$ cat src/design/serdes_word_pkg.sv
`default_nettype none

package serdes_word_pkg;

	localparam int WORD_WIDTH = 8; // bits per serialized word

	typedef logic [WORD_WIDTH-1:0] word_t;
	typedef logic [1:0] pattern_idx_t;

	// line idles high
	localparam word_t IDLE_WORD = ~word_t'(0);

	localparam word_t PATTERN_FIRST  = ~8'b11111111;
	localparam word_t PATTERN_SECOND = ~8'b11110001;
	localparam word_t PATTERN_THIRD  = ~8'b10001000;
	localparam word_t PATTERN_FOURTH = ~8'b10101010;

	// word handed from arbiter to serializer
	typedef struct packed {
		word_t        word;
		logic         valid;
		pattern_idx_t idx;
	} slot_word_t;

	function automatic word_t pattern_word(input pattern_idx_t idx);
		word_t w;
		case (idx)
			2'd0:    w = PATTERN_FIRST;
			2'd1:    w = PATTERN_SECOND;
			2'd2:    w = PATTERN_THIRD;
			default: w = PATTERN_FOURTH;
		endcase
		return w;
	endfunction

endpackage

`default_nettype wire

$ cat src/design/trig_ctrl_pkg.sv
`default_nettype none

package trig_ctrl_pkg;

	// who owns the current word slot
	typedef enum logic [1:0] {
		GRANT_NONE  = 2'd0,
		GRANT_EXT   = 2'd1,
		GRANT_TIMER = 2'd2
	} grant_src_t;

	// control inputs after synchronization
	typedef struct packed {
		logic trig_edge; // one-cycle pulse per external trigger
		logic self_mode; // level from the mode switch
	} ctrl_in_t;

endpackage

`default_nettype wire

$ cat src/design/trigger_sync.sv
`timescale 1ns/1ps
`default_nettype none

module trigger_sync (
	input  wire  other_clock,
	input  wire  reset1,
	input  logic trig_in,
	output logic trig_edge
);

	logic [2:0] sync_q; // sync_q[0] is the metastable stage
	logic       last_q;

	always_ff @(posedge other_clock) begin
		if (reset1) begin
			sync_q <= '0;
			last_q <= 1'b0;
		end else begin
			sync_q <= {sync_q[1:0], trig_in};
			last_q <= sync_q[2];
		end
	end

	// rising edge of the synchronized level
	assign trig_edge = sync_q[2] & ~last_q;

endmodule

`default_nettype wire

$ cat src/design/pattern_sequencer.sv
`timescale 1ns/1ps
`default_nettype none

module pattern_sequencer (
	input  wire                           other_clock,
	input  wire                           reset1,
	input  trig_ctrl_pkg::ctrl_in_t       ctrl,
	input  logic                          ext_grant,
	output logic                          ext_req,
	output serdes_word_pkg::pattern_idx_t ext_idx,
	output logic                          ext_drop
);

	logic edge_dropped;

	// an edge is lost only if the earlier request is still waiting
	assign edge_dropped = ctrl.trig_edge & ext_req & ~ext_grant;

	always_ff @(posedge other_clock) begin
		if (reset1) begin
			ext_req  <= 1'b0;
			ext_idx  <= '0;
			ext_drop <= 1'b0;
		end else begin
			ext_drop <= edge_dropped;
			if (ext_grant) begin
				ext_req <= 1'b0;
				ext_idx <= ext_idx + 1'b1; // token wraps after the fourth word
			end
			if (ctrl.trig_edge && !edge_dropped) begin
				ext_req <= 1'b1;
			end
		end
	end

endmodule

`default_nettype wire

$ cat src/design/self_trigger_timer.sv
`timescale 1ns/1ps
`default_nettype none

module self_trigger_timer #(
	parameter int PICKOFF = 24
) (
	input  wire                           other_clock,
	input  wire                           reset1,
	input  trig_ctrl_pkg::ctrl_in_t       ctrl,
	input  logic                          slot_strobe,
	input  logic                          tmr_grant,
	output logic                          tmr_req,
	output serdes_word_pkg::pattern_idx_t tmr_idx
);

	logic [PICKOFF-1:0] slot_cnt;
	logic               wrap;

	assign wrap = slot_strobe & (&slot_cnt);

	always_ff @(posedge other_clock) begin
		if (reset1) begin
			slot_cnt <= '0;
			tmr_req  <= 1'b0;
			tmr_idx  <= '0;
		end else begin
			if (slot_strobe) begin
				slot_cnt <= slot_cnt + 1'b1;
			end
			if (tmr_grant) begin
				tmr_req <= 1'b0;
				tmr_idx <= tmr_idx + 1'b1;
			end
			// a wrap with a request still pending is simply lost
			if (wrap && ctrl.self_mode && (!tmr_req || tmr_grant)) begin
				tmr_req <= 1'b1;
			end
		end
	end

endmodule

`default_nettype wire

$ cat src/design/word_arbiter.sv
`timescale 1ns/1ps
`default_nettype none

module word_arbiter #(
	parameter int WIDTH = serdes_word_pkg::WORD_WIDTH
) (
	input  logic                          slot_strobe,
	input  logic                          ext_req,
	input  serdes_word_pkg::pattern_idx_t ext_idx,
	input  logic                          tmr_req,
	input  serdes_word_pkg::pattern_idx_t tmr_idx,
	output logic                          ext_grant,
	output logic                          tmr_grant,
	output serdes_word_pkg::slot_word_t   slot_word,
	output trig_ctrl_pkg::grant_src_t     slot_src
);

	serdes_word_pkg::pattern_idx_t sel_idx;
	logic [WIDTH-1:0]              sel_word;
	logic                          granted;

	// external trigger always wins
	always_comb begin
		ext_grant = 1'b0;
		tmr_grant = 1'b0;
		slot_src  = trig_ctrl_pkg::GRANT_NONE;
		sel_idx   = '0;
		if (slot_strobe) begin
			if (ext_req) begin
				ext_grant = 1'b1;
				slot_src  = trig_ctrl_pkg::GRANT_EXT;
				sel_idx   = ext_idx;
			end else if (tmr_req) begin
				tmr_grant = 1'b1;
				slot_src  = trig_ctrl_pkg::GRANT_TIMER;
				sel_idx   = tmr_idx;
			end
		end
	end

	assign granted  = (slot_src != trig_ctrl_pkg::GRANT_NONE);
	assign sel_word = granted ? serdes_word_pkg::pattern_word(sel_idx) : {WIDTH{1'b1}};

	always_comb begin
		slot_word.word  = sel_word;
		slot_word.valid = granted;
		slot_word.idx   = sel_idx;
	end

endmodule

`default_nettype wire

$ cat src/design/word_serializer.sv
`timescale 1ns/1ps
`default_nettype none

module word_serializer #(
	parameter int WIDTH = serdes_word_pkg::WORD_WIDTH
) (
	input  wire                         other_clock,
	input  wire                         reset1,
	input  serdes_word_pkg::slot_word_t slot_word,
	input  trig_ctrl_pkg::grant_src_t   slot_src,
	output logic                        slot_strobe,
	output logic                        word_start,
	output logic                        d_out,
	output logic                        t_out,
	output logic                        sync
);

	localparam int CNT_W = (WIDTH > 1) ? $clog2(WIDTH) : 1;
	localparam logic [CNT_W-1:0] LAST_BIT = CNT_W'(WIDTH - 1);

	logic [CNT_W-1:0] slot_cnt;
	logic [WIDTH-1:0] d_sr;
	logic [WIDTH-1:0] t_sr;
	logic [WIDTH-1:0] d_load;
	logic [WIDTH-1:0] t_load;
	logic             ext_word;

	assign slot_strobe = (slot_cnt == LAST_BIT); // last cycle of the slot

	assign ext_word = slot_word.valid && (slot_src == trig_ctrl_pkg::GRANT_EXT);
	assign d_load   = slot_word.valid ? slot_word.word : serdes_word_pkg::IDLE_WORD;
	assign t_load   = ext_word ? slot_word.word : serdes_word_pkg::IDLE_WORD;

	always_ff @(posedge other_clock) begin
		if (reset1) begin
			slot_cnt   <= '0;
			word_start <= 1'b0;
			d_sr       <= '1;
			t_sr       <= '1;
			sync       <= 1'b0;
		end else begin
			word_start <= slot_strobe;
			if (slot_strobe) begin
				slot_cnt <= '0;
				d_sr     <= d_load;
				t_sr     <= t_load;
				if (slot_word.valid) begin
					if (slot_word.idx == serdes_word_pkg::pattern_idx_t'(0)) begin
						sync <= 1'b1;
					end else if (slot_word.idx == serdes_word_pkg::pattern_idx_t'(1)) begin
						sync <= 1'b0;
					end
				end
			end else begin
				slot_cnt <= slot_cnt + 1'b1;
				d_sr     <= {d_sr[WIDTH-2:0], 1'b1}; // msb first, back-fill idle
				t_sr     <= {t_sr[WIDTH-2:0], 1'b1};
			end
		end
	end

	assign d_out = d_sr[WIDTH-1];
	assign t_out = t_sr[WIDTH-1];

endmodule

`default_nettype wire

$ cat src/design/trigger_gen_top.sv
`timescale 1ns/1ps
`default_nettype none

module trigger_gen_top #(
	parameter int WIDTH   = serdes_word_pkg::WORD_WIDTH,
	parameter int PICKOFF = 24
) (
	input  wire  other_clock,
	input  wire  reset1,
	input  logic trig_in,
	input  logic self_mode,
	output logic d_out,
	output logic t_out,
	output logic sync,
	output logic word_start,
	output logic drop_pulse
);

	trig_ctrl_pkg::ctrl_in_t       ctrl;
	trig_ctrl_pkg::grant_src_t     slot_src;
	serdes_word_pkg::slot_word_t   slot_word;
	serdes_word_pkg::pattern_idx_t ext_idx;
	serdes_word_pkg::pattern_idx_t tmr_idx;
	logic                          trig_edge;
	logic                          slot_strobe;
	logic                          ext_req;
	logic                          ext_grant;
	logic                          tmr_req;
	logic                          tmr_grant;

	trigger_sync u_sync (
		.other_clock (other_clock),
		.reset1      (reset1),
		.trig_in     (trig_in),
		.trig_edge   (trig_edge)
	);

	assign ctrl.trig_edge = trig_edge;
	assign ctrl.self_mode = self_mode; // switch is quasi-static

	pattern_sequencer u_seq (
		.other_clock (other_clock),
		.reset1      (reset1),
		.ctrl        (ctrl),
		.ext_grant   (ext_grant),
		.ext_req     (ext_req),
		.ext_idx     (ext_idx),
		.ext_drop    (drop_pulse)
	);

	self_trigger_timer #(.PICKOFF(PICKOFF)) u_timer (
		.other_clock (other_clock),
		.reset1      (reset1),
		.ctrl        (ctrl),
		.slot_strobe (slot_strobe),
		.tmr_grant   (tmr_grant),
		.tmr_req     (tmr_req),
		.tmr_idx     (tmr_idx)
	);

	word_arbiter #(.WIDTH(WIDTH)) u_arb (
		.slot_strobe (slot_strobe),
		.ext_req     (ext_req),
		.ext_idx     (ext_idx),
		.tmr_req     (tmr_req),
		.tmr_idx     (tmr_idx),
		.ext_grant   (ext_grant),
		.tmr_grant   (tmr_grant),
		.slot_word   (slot_word),
		.slot_src    (slot_src)
	);

	word_serializer #(.WIDTH(WIDTH)) u_ser (
		.other_clock (other_clock),
		.reset1      (reset1),
		.slot_word   (slot_word),
		.slot_src    (slot_src),
		.slot_strobe (slot_strobe),
		.word_start  (word_start),
		.d_out       (d_out),
		.t_out       (t_out),
		.sync        (sync)
	);

endmodule

`default_nettype wire

$ cat config.mk
export PLATFORM = sky130hd
export DESIGN_NAME = trigger_gen_top
export DESIGN_NICKNAME = d
export VERILOG_FILES = /design/src/design/serdes_word_pkg.sv /design/src/design/trig_ctrl_pkg.sv /design/src/design/trigger_sync.sv /design/src/design/pattern_sequencer.sv /design/src/design/self_trigger_timer.sv /design/src/design/word_arbiter.sv /design/src/design/word_serializer.sv /design/src/design/trigger_gen_top.sv
export SDC_FILE = /design/constraint.sdc
export NUM_CORES = 1
export LEC_CHECK = 0
export ABC_AREA = 1
export BUFFER_PORTS_ARGS = -buffer_cell sky130_fd_sc_hd__buf_2
export CAP_MARGIN = 25
export CORE_ASPECT_RATIO = 1.75
export CORE_MARGIN = 8
export CORE_UTILIZATION = 23
export CTS_CLUSTER_DIAMETER = 150
export DETAILED_ROUTE_END_ITERATION = 10
export PLACE_DENSITY = 0.37
export SKIP_CTS_REPAIR_TIMING = 1
export SKIP_LAST_GASP = 1
export SYNTH_ARGS = -nofsm -noshare
export SYNTH_HDL_FRONTEND = slang
export SYNTH_SLANG_ARGS = --single-unit
$ cat constraint.sdc
create_clock -name other_clock -period 2.3 [get_ports other_clock]
set_clock_uncertainty 0.15 [all_clocks]
set_input_delay 0.115 -clock other_clock [delete_from_list [all_inputs] [get_ports other_clock]]
set_output_delay 0.115 -clock other_clock [all_outputs]
set_load 0.005 [all_outputs]
==> results of run 1 <==
-- layout make-up --
type | count | area (um2) | share of cell area, %
inverters | 41 | 154 | 5.47
multi-input cells | 223 | 1140 | 40.4
well taps | 130 | 163 | 5.79
clock inverters | 1 | 7.51 | 0.267
clock buffers | 7 | 143 | 5.07
flip-flops and latches | 56 | 1120 | 39.9
repair buffers | 14 | 87.6 | 3.12
-- state kept, by name (all words and copies together) (netlist names), 2 cells and up --
name              count
u_timer.slot_cnt     24
u_ser.d_sr            8
u_ser.t_sr            8
u_ser.slot_cnt        3
u_sync.sync_q         3
u_seq.ext_idx         2
u_timer.tmr_idx       2
-- power groups by stage --
stage | logic [mW] | registers [mW] | clock network, mW
after CTS | 0.0479 | 0.981 | 0.830
final | 0.0471 | 0.981 | 0.787
after detailed placement | 0.0478 | 1.00 | 0
after global placement | 0.0477 | 1.00 | 0
after floorplan | 0.0300 | 1.00 | 0
after global routing | 0.0547 | 0.981 | 0.868
-- tightest hold or removal path: cells and delay by family --
| kind | cells | cell delay (ns) |
|---|---|---|
| AOI/OAI and AO/OA | 1 | 0.10 |
| buffers and inverters | 2 | 0.22 |
-- cells in the final DEF, fill, tap and decap left out, types with 3 or more instances in the layout --
| cell type | instances |
|---|---|
| a21oi_1 | 26 |
| ha_1 | 6 |
| buf_4 | 5 |
| nand3_1 | 18 |
| nor2_2 | 6 |
| inv_1 | 38 |
| clkbuf_16 | 5 |
| buf_2 | 8 |
| nand4_1 | 4 |
| nor2_1 | 54 |
| dfxtp_1 | 56 |
| nand2_2 | 5 |
| nor2_4 | 3 |
| o21ai_0 | 19 |
| nand2_1 | 60 |
| nor3_1 | 3 |
-- per-stage QoR --
step,instances,hold WS (ns),power (mW),cell area (um2),worst slack [ns]
after floorplan,326,0.0720,1.03,2440,0.334
after global placement,463,0.174,1.05,2650,0.239
after detailed placement,463,0.183,1.05,2650,0.187
after CTS,471,-0.139,1.86,2800,0.168
after global routing,472,0.0591,1.90,2810,0.0513
final,472,0.0339,1.82,2810,0.198
-- cell families (layout without fill, tap and decap cells) --
family | Yosys count | after routing | synth area share, %
and+or+nand+nor | 163 | 163 | 31.5
xor gates and xnor gates | 1 | 1 | 0.359
DFF | 56 | 56 | 45.9
buffers and inverters | 47 | 63 | 7.53
AOI/OAI and AO/OA | 53 | 53 | 11.6
adders and majority gates | 6 | 6 | 3.08
-- how the worst min path moves through the flow --
stage	startpoint	end	slack [ns]	cells after the start
6_report	reset1	u_ser.d_sr[7]	0.03	3
4_1_cts	trig_in	u_sync.sync_q[0]	-0.14	3
5_1_grt	reset1	u_ser.d_sr[7]	0.06	3
2_1_floorplan	trig_in	u_sync.sync_q[0]	0.07	2
3_5_place_dp	trig_in	u_sync.sync_q[0]	0.18	3
3_3_place_gp	trig_in	u_sync.sync_q[0]	0.17	3
-- per-layer routing --
| layer | up-vias | wire (um) | global-route usage (%) |
|---|---|---|---|
| li1 | 1063 | - | - |
| met1 | 912 | 2130 | 7.98 |
| met2 | 24 | 3440 | 16.8 |
| met3 | 10 | 150 | 1.87 |
| met4 | 0 | 173 | 5.02 |
| met5 | - | 0 | 0 |
==> results.ini, run 1 <==
[outcome]
outcome = finished clean

[timing]
fin_crit_sh_pct = 91.4
post-route-min-period_ns = 2.10
worstMarginPinSlew_ns = 0.466
setup-tns-final_ns = 0
hold_viol = 0
fmax_mhz = 476
slew_viol_final = 0
slew-limit-headroom_pct = 68.8
rsz0062_at_grt = false
finalSetupViolCount = 0

[synth]
synth.most_common_cell = nand2_1
synth_edf_count = 0
yosys-top-cells-area = dfxtp_1 (46%), nand2_1 (9.2%), nor2_1 (8.3%), inv_1 (5.8%), a21oi_1 (5.3%)
synth_nets = 336
synth.yosys.warnings = 0
synth-seq-cells = 56
syn_area_um2 = 2440
synth_top_cell_by_area = dfxtp_1
synth-seq-area-share_pct = 45.9
ys_top_cells_by_count = nand2_1 (60), dfxtp_1 (56), nor2_1 (54)
syn_avg_cell_area_um2 = 7.49
async_reset_ff_share_pct = 0
synthFlopType = dfxtp_1
synth_top_area_share_pct = 45.9
synthCells = 326
synth.distinct_cells = 32

[pwr]
p_sw_share_pct = 21.3
clock_power_share_pct = 43.4
leakagePower_nw = 1.09
switchingPower_mw = 0.386
powerDensity_nw_per_um2 = 646
seq_power_share_pct = 54.0
combPwrFrac_pct = 2.6
ir_drop_mv = 0.373
internal-power_mw = 1.43

[route]
ant_nets = 0
vias = 2009
drt_iter0_markers = 54
drc = 0
drt-wirelength-per-cell_um = 12.5
routed_wl_um = 5900
first_pass_iters = 4
vias_per_cell = 4.26

[setup_path]
critPathTopFamily = adder cells
crit_end = u_ser.t_sr[1]
cp_num_buf_inv = 2
worstPathArrival_ns = 2.11
worstSetupStartpointType = flip-flop
worst_path_max_delay_cell = dfxtp_1
reg2reg_to = u_ser.t_sr[1]
cp_num_cells = 10
max_stage_delay_ns = 0.34
crit_top_cell = ha_1
worstReg2RegStart = u_ser.slot_cnt[0]
crit_type = flip-flop to flip-flop
rrSetupSlack_ns = 0.20
critPathMaxFanout = 5
worstSetupStartpoint = u_ser.slot_cnt[0]
worstPathCellList = ha_1 > ha_1 > nand2_1 > inv_2 > nand2_1 > o21ai_2 > inv_1 > ha_1 > o21ai_0 > o21ai_0
crit_path_end_kind = flip-flop
worstRegToRegCells = 10
crit_required_ns = 2.31

[cts]
cts_tree = built
htreeDepth = 2
numCtsBuffers = 5
clock-sinks = 56
clockRootBuffer = clkbuf_16
worstSkewPairLatency_ns = 0.30
cts_buffer_depth = 2
clk_pin_slew_worst_paths_ns = 0.07

[placed_design]
dp_hpwl_um = 4670
gp_congestion = 0.765
io_buffers = 8

[finish]
nNetsFinal = 351
antenna_cells = 0
drive_gt1_share_pct = 12.9
fin_util_pct = 26.8
fillers = 1169
area_growth_pct = 15.2

[global_route]
grt_overflow = 0
grt_pass1_vias = 1917
grt_pass1_wl_um = 9550
track_usage_pct = 8.77
grt_max_degree = 17
antenna_found_initial = 0

[floorplan]
initial_core_util_pct = 23.2
core_area_um2 = 10500
die_height_um = 152
fp.dieW_um = 93.9
io_pins = 9
rows = 50
dieArea_um2 = 14300

[worst_hold_path]
hp-class = input pin to flip-flop

[run]
drv_cap = 0

Power figures use the tool's default switching activity.
==> run 2: changes to the inputs <==
ABC_AREA = not set   (was 1)
==> results.ini, run 2 <==
[route]
drt-wirelength-per-cell_um = 12.5
vias_per_cell = 4.33
first_pass_iters = 4
vias = 1707
ant_nets = 0
routed_wl_um = 4920
drt_iter0_markers = 121
drc = 0

[synth]
synth_nets = 266
synth-seq-area-share_pct = 48.6
yosys-top-cells-area = dfxtp_1 (49%), nor2_1 (5.7%), xor2_1 (4.2%), a21oi_1 (3.9%), ha_1 (3.3%)
synthFlopType = dfxtp_1
async_reset_ff_share_pct = 0
synth.most_common_cell = dfxtp_1
synthCells = 256
synth_top_area_share_pct = 48.6
synth.distinct_cells = 36
synth.yosys.warnings = 0
syn_area_um2 = 2310
synth_edf_count = 0
synth-seq-cells = 56
ys_top_cells_by_count = dfxtp_1 (56), nor2_1 (35), a21oi_1 (18)
synth_top_cell_by_area = dfxtp_1
syn_avg_cell_area_um2 = 9.02

[timing]
slew_viol_final = 0
slew-limit-headroom_pct = 67.8
setup-tns-final_ns = 0
hold_viol = 0
finalSetupViolCount = 0
worstMarginPinSlew_ns = 0.481
fin_crit_sh_pct = 91.6
rsz0062_at_grt = false
fmax_mhz = 475
post-route-min-period_ns = 2.11

[cts]
htreeDepth = 2
clock-sinks = 56
clk_pin_slew_worst_paths_ns = 0.07
cts_tree = built
clockRootBuffer = clkbuf_16
cts_buffer_depth = 2
worstSkewPairLatency_ns = 0.30
numCtsBuffers = 5

[pwr]
ir_drop_mv = 0.286
leakagePower_nw = 1.04
clock_power_share_pct = 47.4
powerDensity_nw_per_um2 = 716
p_sw_share_pct = 19.2
seq_power_share_pct = 50.6
combPwrFrac_pct = 2.0
switchingPower_mw = 0.372
design_power_total_mw = 1.94
internal-power_mw = 1.57

[setup_path]
worstPathArrival_ns = 2.19
crit_type = flip-flop to flip-flop
crit_path_end_kind = flip-flop
critPathMaxFanout = 11
crit_required_ns = 2.38
worstSetupStartpointType = flip-flop

[finish]
largest_reg_flops = 24
register_area_um2 = 1120
antenna_cells = 0
multi_input_area_um2 = 1080
top_register = u_timer.slot_cnt
largestRegisters = u_timer.slot_cnt (24), u_ser.d_sr (8), u_ser.t_sr (8)
fillers = 1098
area_growth_pct = 17.2
nNetsFinal = 278
layout_commonest_cell = dfxtp_1
drive_gt1_share_pct = 13.4
most-common-layout-cells = dfxtp_1 (56), nor2_1 (35), a21oi_1 (18), nand2_1 (13), buf_4 (12)

[floorplan]
rows = 48
core_area_um2 = 9850
io_pins = 9
dieArea_um2 = 13600
die_height_um = 149
fp.dieW_um = 91.7
initial_core_util_pct = 23.4

[worst_hold_path]
hp-class = input pin to flip-flop

[global_route]
track_usage_pct = 7.93
grt_overflow = 0
grt_max_degree = 22
antenna_found_initial = 0
grt_pass1_vias = 1762
grt_pass1_wl_um = 8510

[placed_design]
io_buffers = 8
gp_congestion = 0.715
dp_hpwl_um = 3580

[outcome]
outcome = finished clean

[run]
drv_cap = 0

run 2: critical path, stage by stage (launching register included):
cell and delay, ns:
dfxtp_1 0.34, ha_1 0.15, ha_1 0.30, and4_1 0.32, nand4_4 0.20, or4_1 0.45
a21oi_1 0.14
run 2: worst paths after layout:
| path | end | slack, ns | cells past startpoint | start |
|---|---|---|---|---|
| min | u_timer.slot_cnt[16] | 0.008 | 2 | reset1 |
| max reg2reg | u_timer.slot_cnt[17] | 0.19 | 6 | u_ser.slot_cnt[0] |
| max | u_timer.slot_cnt[17] | 0.19 | 6 | u_ser.slot_cnt[0] |
| min reg2reg | u_ser.slot_cnt[0] | 0.28 | 1 | u_ser.slot_cnt[0] |
run 2: cells by family after synthesis:
logic type      count (synthesis)  share of synthesized area (%)
xor+xnor                       16                           6.07
compound gates                 40                           9.92
simple gates                  114                           26.8
fa+ha+maj                       6                           3.25
buf+inv                        22                           4.50
mux                             2                          0.867
flops                          56                           48.6
run 2: layer usage:
layer / vias up / share of wire (%) / track usage [%]
met5: - / 0 / 0
met4: 0 / 2.8 / 4.70
met3: 8 / 2.2 / 1.97
met2: 15 / 52 / 14.1
met1: 798 / 43 / 8.13
li1: 886 / - / -
run 2: layout make-up:
class,instances,area share (%)
Timing Repair Buffer,21,5.18
Clock buffer,7,5.64
Inverter,6,0.832
Tap cell,125,5.78
Sequential cell,56,41.4
Clock inverter,1,1.11
Multi-Input combinational cell,178,40.0
run 2: metrics by stage:
stage,hold WS [ns],util [%],setup WS (ns),cell area (um2),cells
floorplan,0.0481,-,0.00981,2310,256
global route,0.0102,27.5,0.0233,2710,394
detailed placement,0.188,25.5,0.169,2510,385
global placement,0.186,25.5,0.168,2510,385
finish,0.00807,27.5,0.193,2710,394
CTS,-0.124,27.4,0.151,2700,393
run 2: power groups by stage:
stage | clock network, mW | logic, mW | registers (mW)
finish | 0.918 | 0.0396 | 0.980
global route | 1.00 | 0.0443 | 0.981
CTS | 0.957 | 0.0396 | 0.980
detailed placement | 0 | 0.0394 | 1.00
global placement | 0 | 0.0399 | 1.00
floorplan | 0 | 0.0263 | 1.00
==> run 3: changes to the inputs <==
CORE_UTILIZATION = 55   (was 23)
PLACE_DENSITY = 0.72   (was 0.37)
==> results.ini, run 3 (synthesized netlist as in run 2, its figures left out) <==
[worst_hold_path]
min_from = self_mode
hold-path-cell-count = 4
hp-class = input pin to flip-flop

[route]
first_pass_iters = 4
ant_nets = 0
routed_wl_um = 4100
drt-wirelength-per-cell_um = 13.1
vias_per_cell = 5.44
vias = 1696
drt_iter0_markers = 59
drc = 0

[finish]
register_area_um2 = 1120
top_register = u_timer.slot_cnt
largestRegisters = u_timer.slot_cnt (24), u_ser.d_sr (8), u_ser.t_sr (8)
area_growth_pct = 7.43
multi_input_area_um2 = 1090
drive_gt1_share_pct = 11.4
antenna_cells = 0
most-common-layout-cells = dfxtp_1 (56), nor2_1 (35), a21oi_1 (18), nand2_1 (13), xor2_1 (11)
layout_commonest_cell = dfxtp_1
fillers = 367
post-route-cell-area_um2 = 2480
nNetsFinal = 272
largest_reg_flops = 24

[timing]
slew-limit-headroom_pct = 71.9
post-route-min-period_ns = 2.05
hold_viol = 0
setup-tns-final_ns = 0
worstMarginPinSlew_ns = 0.419
fin_crit_sh_pct = 89.2
fmax_mhz = 487
whs_ns = 0.0149
slew_viol_final = 0
finalSetupViolCount = 0
rsz0062_at_grt = false

[setup_path]
worstSetupStartpointType = flip-flop
worstSetupStartpoint = u_ser.slot_cnt[0]
worstPathArrival_ns = 2.14
worstPathCellList = ha_1 > ha_2 > and4_1 > nand4_4 > or4_1 > a21oi_1
critPathMaxFanout = 11
worst_path_max_delay_cell = or4_1
cp_num_buf_inv = 0
crit_required_ns = 2.39
crit_type = flip-flop to flip-flop
max_stage_delay_ns = 0.44
worstReg2RegStart = u_ser.slot_cnt[0]
crit_path_end_kind = flip-flop
worstRegToRegCells = 6
critPathTopFamily = simple AND/OR/NAND/NOR gates
cp_num_cells = 6

[cts]
clockRootBuffer = clkbuf_8
cts_buffer_depth = 2
htreeDepth = 2
numCtsBuffers = 5
worstSkewPairLatency_ns = 0.30
clk_pin_slew_worst_paths_ns = 0.09
clock-sinks = 56
cts_tree = built

[run]
drv_cap = 0

[outcome]
outcome = finished clean

[global_route]
antenna_found_initial = 0
grt_overflow = 0
grt_pass1_vias = 1610
track_usage_pct = 13.6
grt_pass1_wl_um = 7200
grt_max_degree = 26

[floorplan]
dieArea_um2 = 6610
core_area_um2 = 4070
initial_core_util_pct = 56.7
io_pins = 9
rows = 31
die_height_um = 102
fp.dieW_um = 65.0

[placed_design]
placed_area_um2 = 2370
gp_congestion = 0.833
io_buffers = 8
dp_hpwl_um = 2910

[pwr]
ir_drop_mv = 0.564
leakagePower_nw = 0.957
powerDensity_nw_per_um2 = 629

## run 3: worst register-to-register path: cells and delay by family (launching register included)
| kind | cells | cell delay [ns] |
|---|---|---|
| AO/OA/AOI/OAI | 1 | 0.15 |
| AND/OR/NAND/NOR | 3 | 0.93 |
| adder cells (fa/ha/maj) | 2 | 0.44 |
| flip-flops | 1 | 0.34 |
## run 3: layer usage
metal / vias to the layer above / GRT usage, % / share of wire, %
met5: - / 0 / 0
met4: 0 / 7.77 / 3.4
met3: 10 / 2.88 / 1.9
met2: 19 / 23.2 / 52
met1: 790 / 15.2 / 43
li1: 877 / - / -
## run 3: final cells by class
cell class | instances | share of cell area, %
tap | 49 | 2.47
inverter | 6 | 0.908
clock inverter | 1 | 0.303
timing repair buffer | 15 | 3.83
sequential | 56 | 45.2
multi-input combinational | 178 | 43.8
clock buffer | 7 | 3.48
## run 3: per-stage QoR
stage	instances	util [%]	worst slack, ns	power [mW]
5_1_grt	312	60.9	0.102	1.63
3_5_place_dp	303	58.3	0.161	1.04
4_1_cts	311	60.6	0.145	1.58
6_report	312	60.9	0.247	1.56
3_3_place_gp	303	58.3	0.226	1.04
2_1_floorplan	256	-	0.00981	1.03
## run 3: worst paths after layout
| kind | to | slack [ns] |
|---|---|---|
| setup / recovery | u_timer.slot_cnt[17] | 0.25 |
| hold / removal | u_timer.tmr_req | 0.01 |
| setup reg to reg | u_timer.slot_cnt[17] | 0.25 |
| hold reg to reg | u_ser.slot_cnt[0] | 0.27 |
## run 3: where the power goes
| group | total, mW | internal [mW] | switching (mW) |
|---|---|---|---|
| Clock | 0.544 | 0.245 | 0.299 |
| Combinational | 0.0350 | 0.0133 | 0.0217 |
| Sequential | 0.980 | 0.977 | 0.00362 |
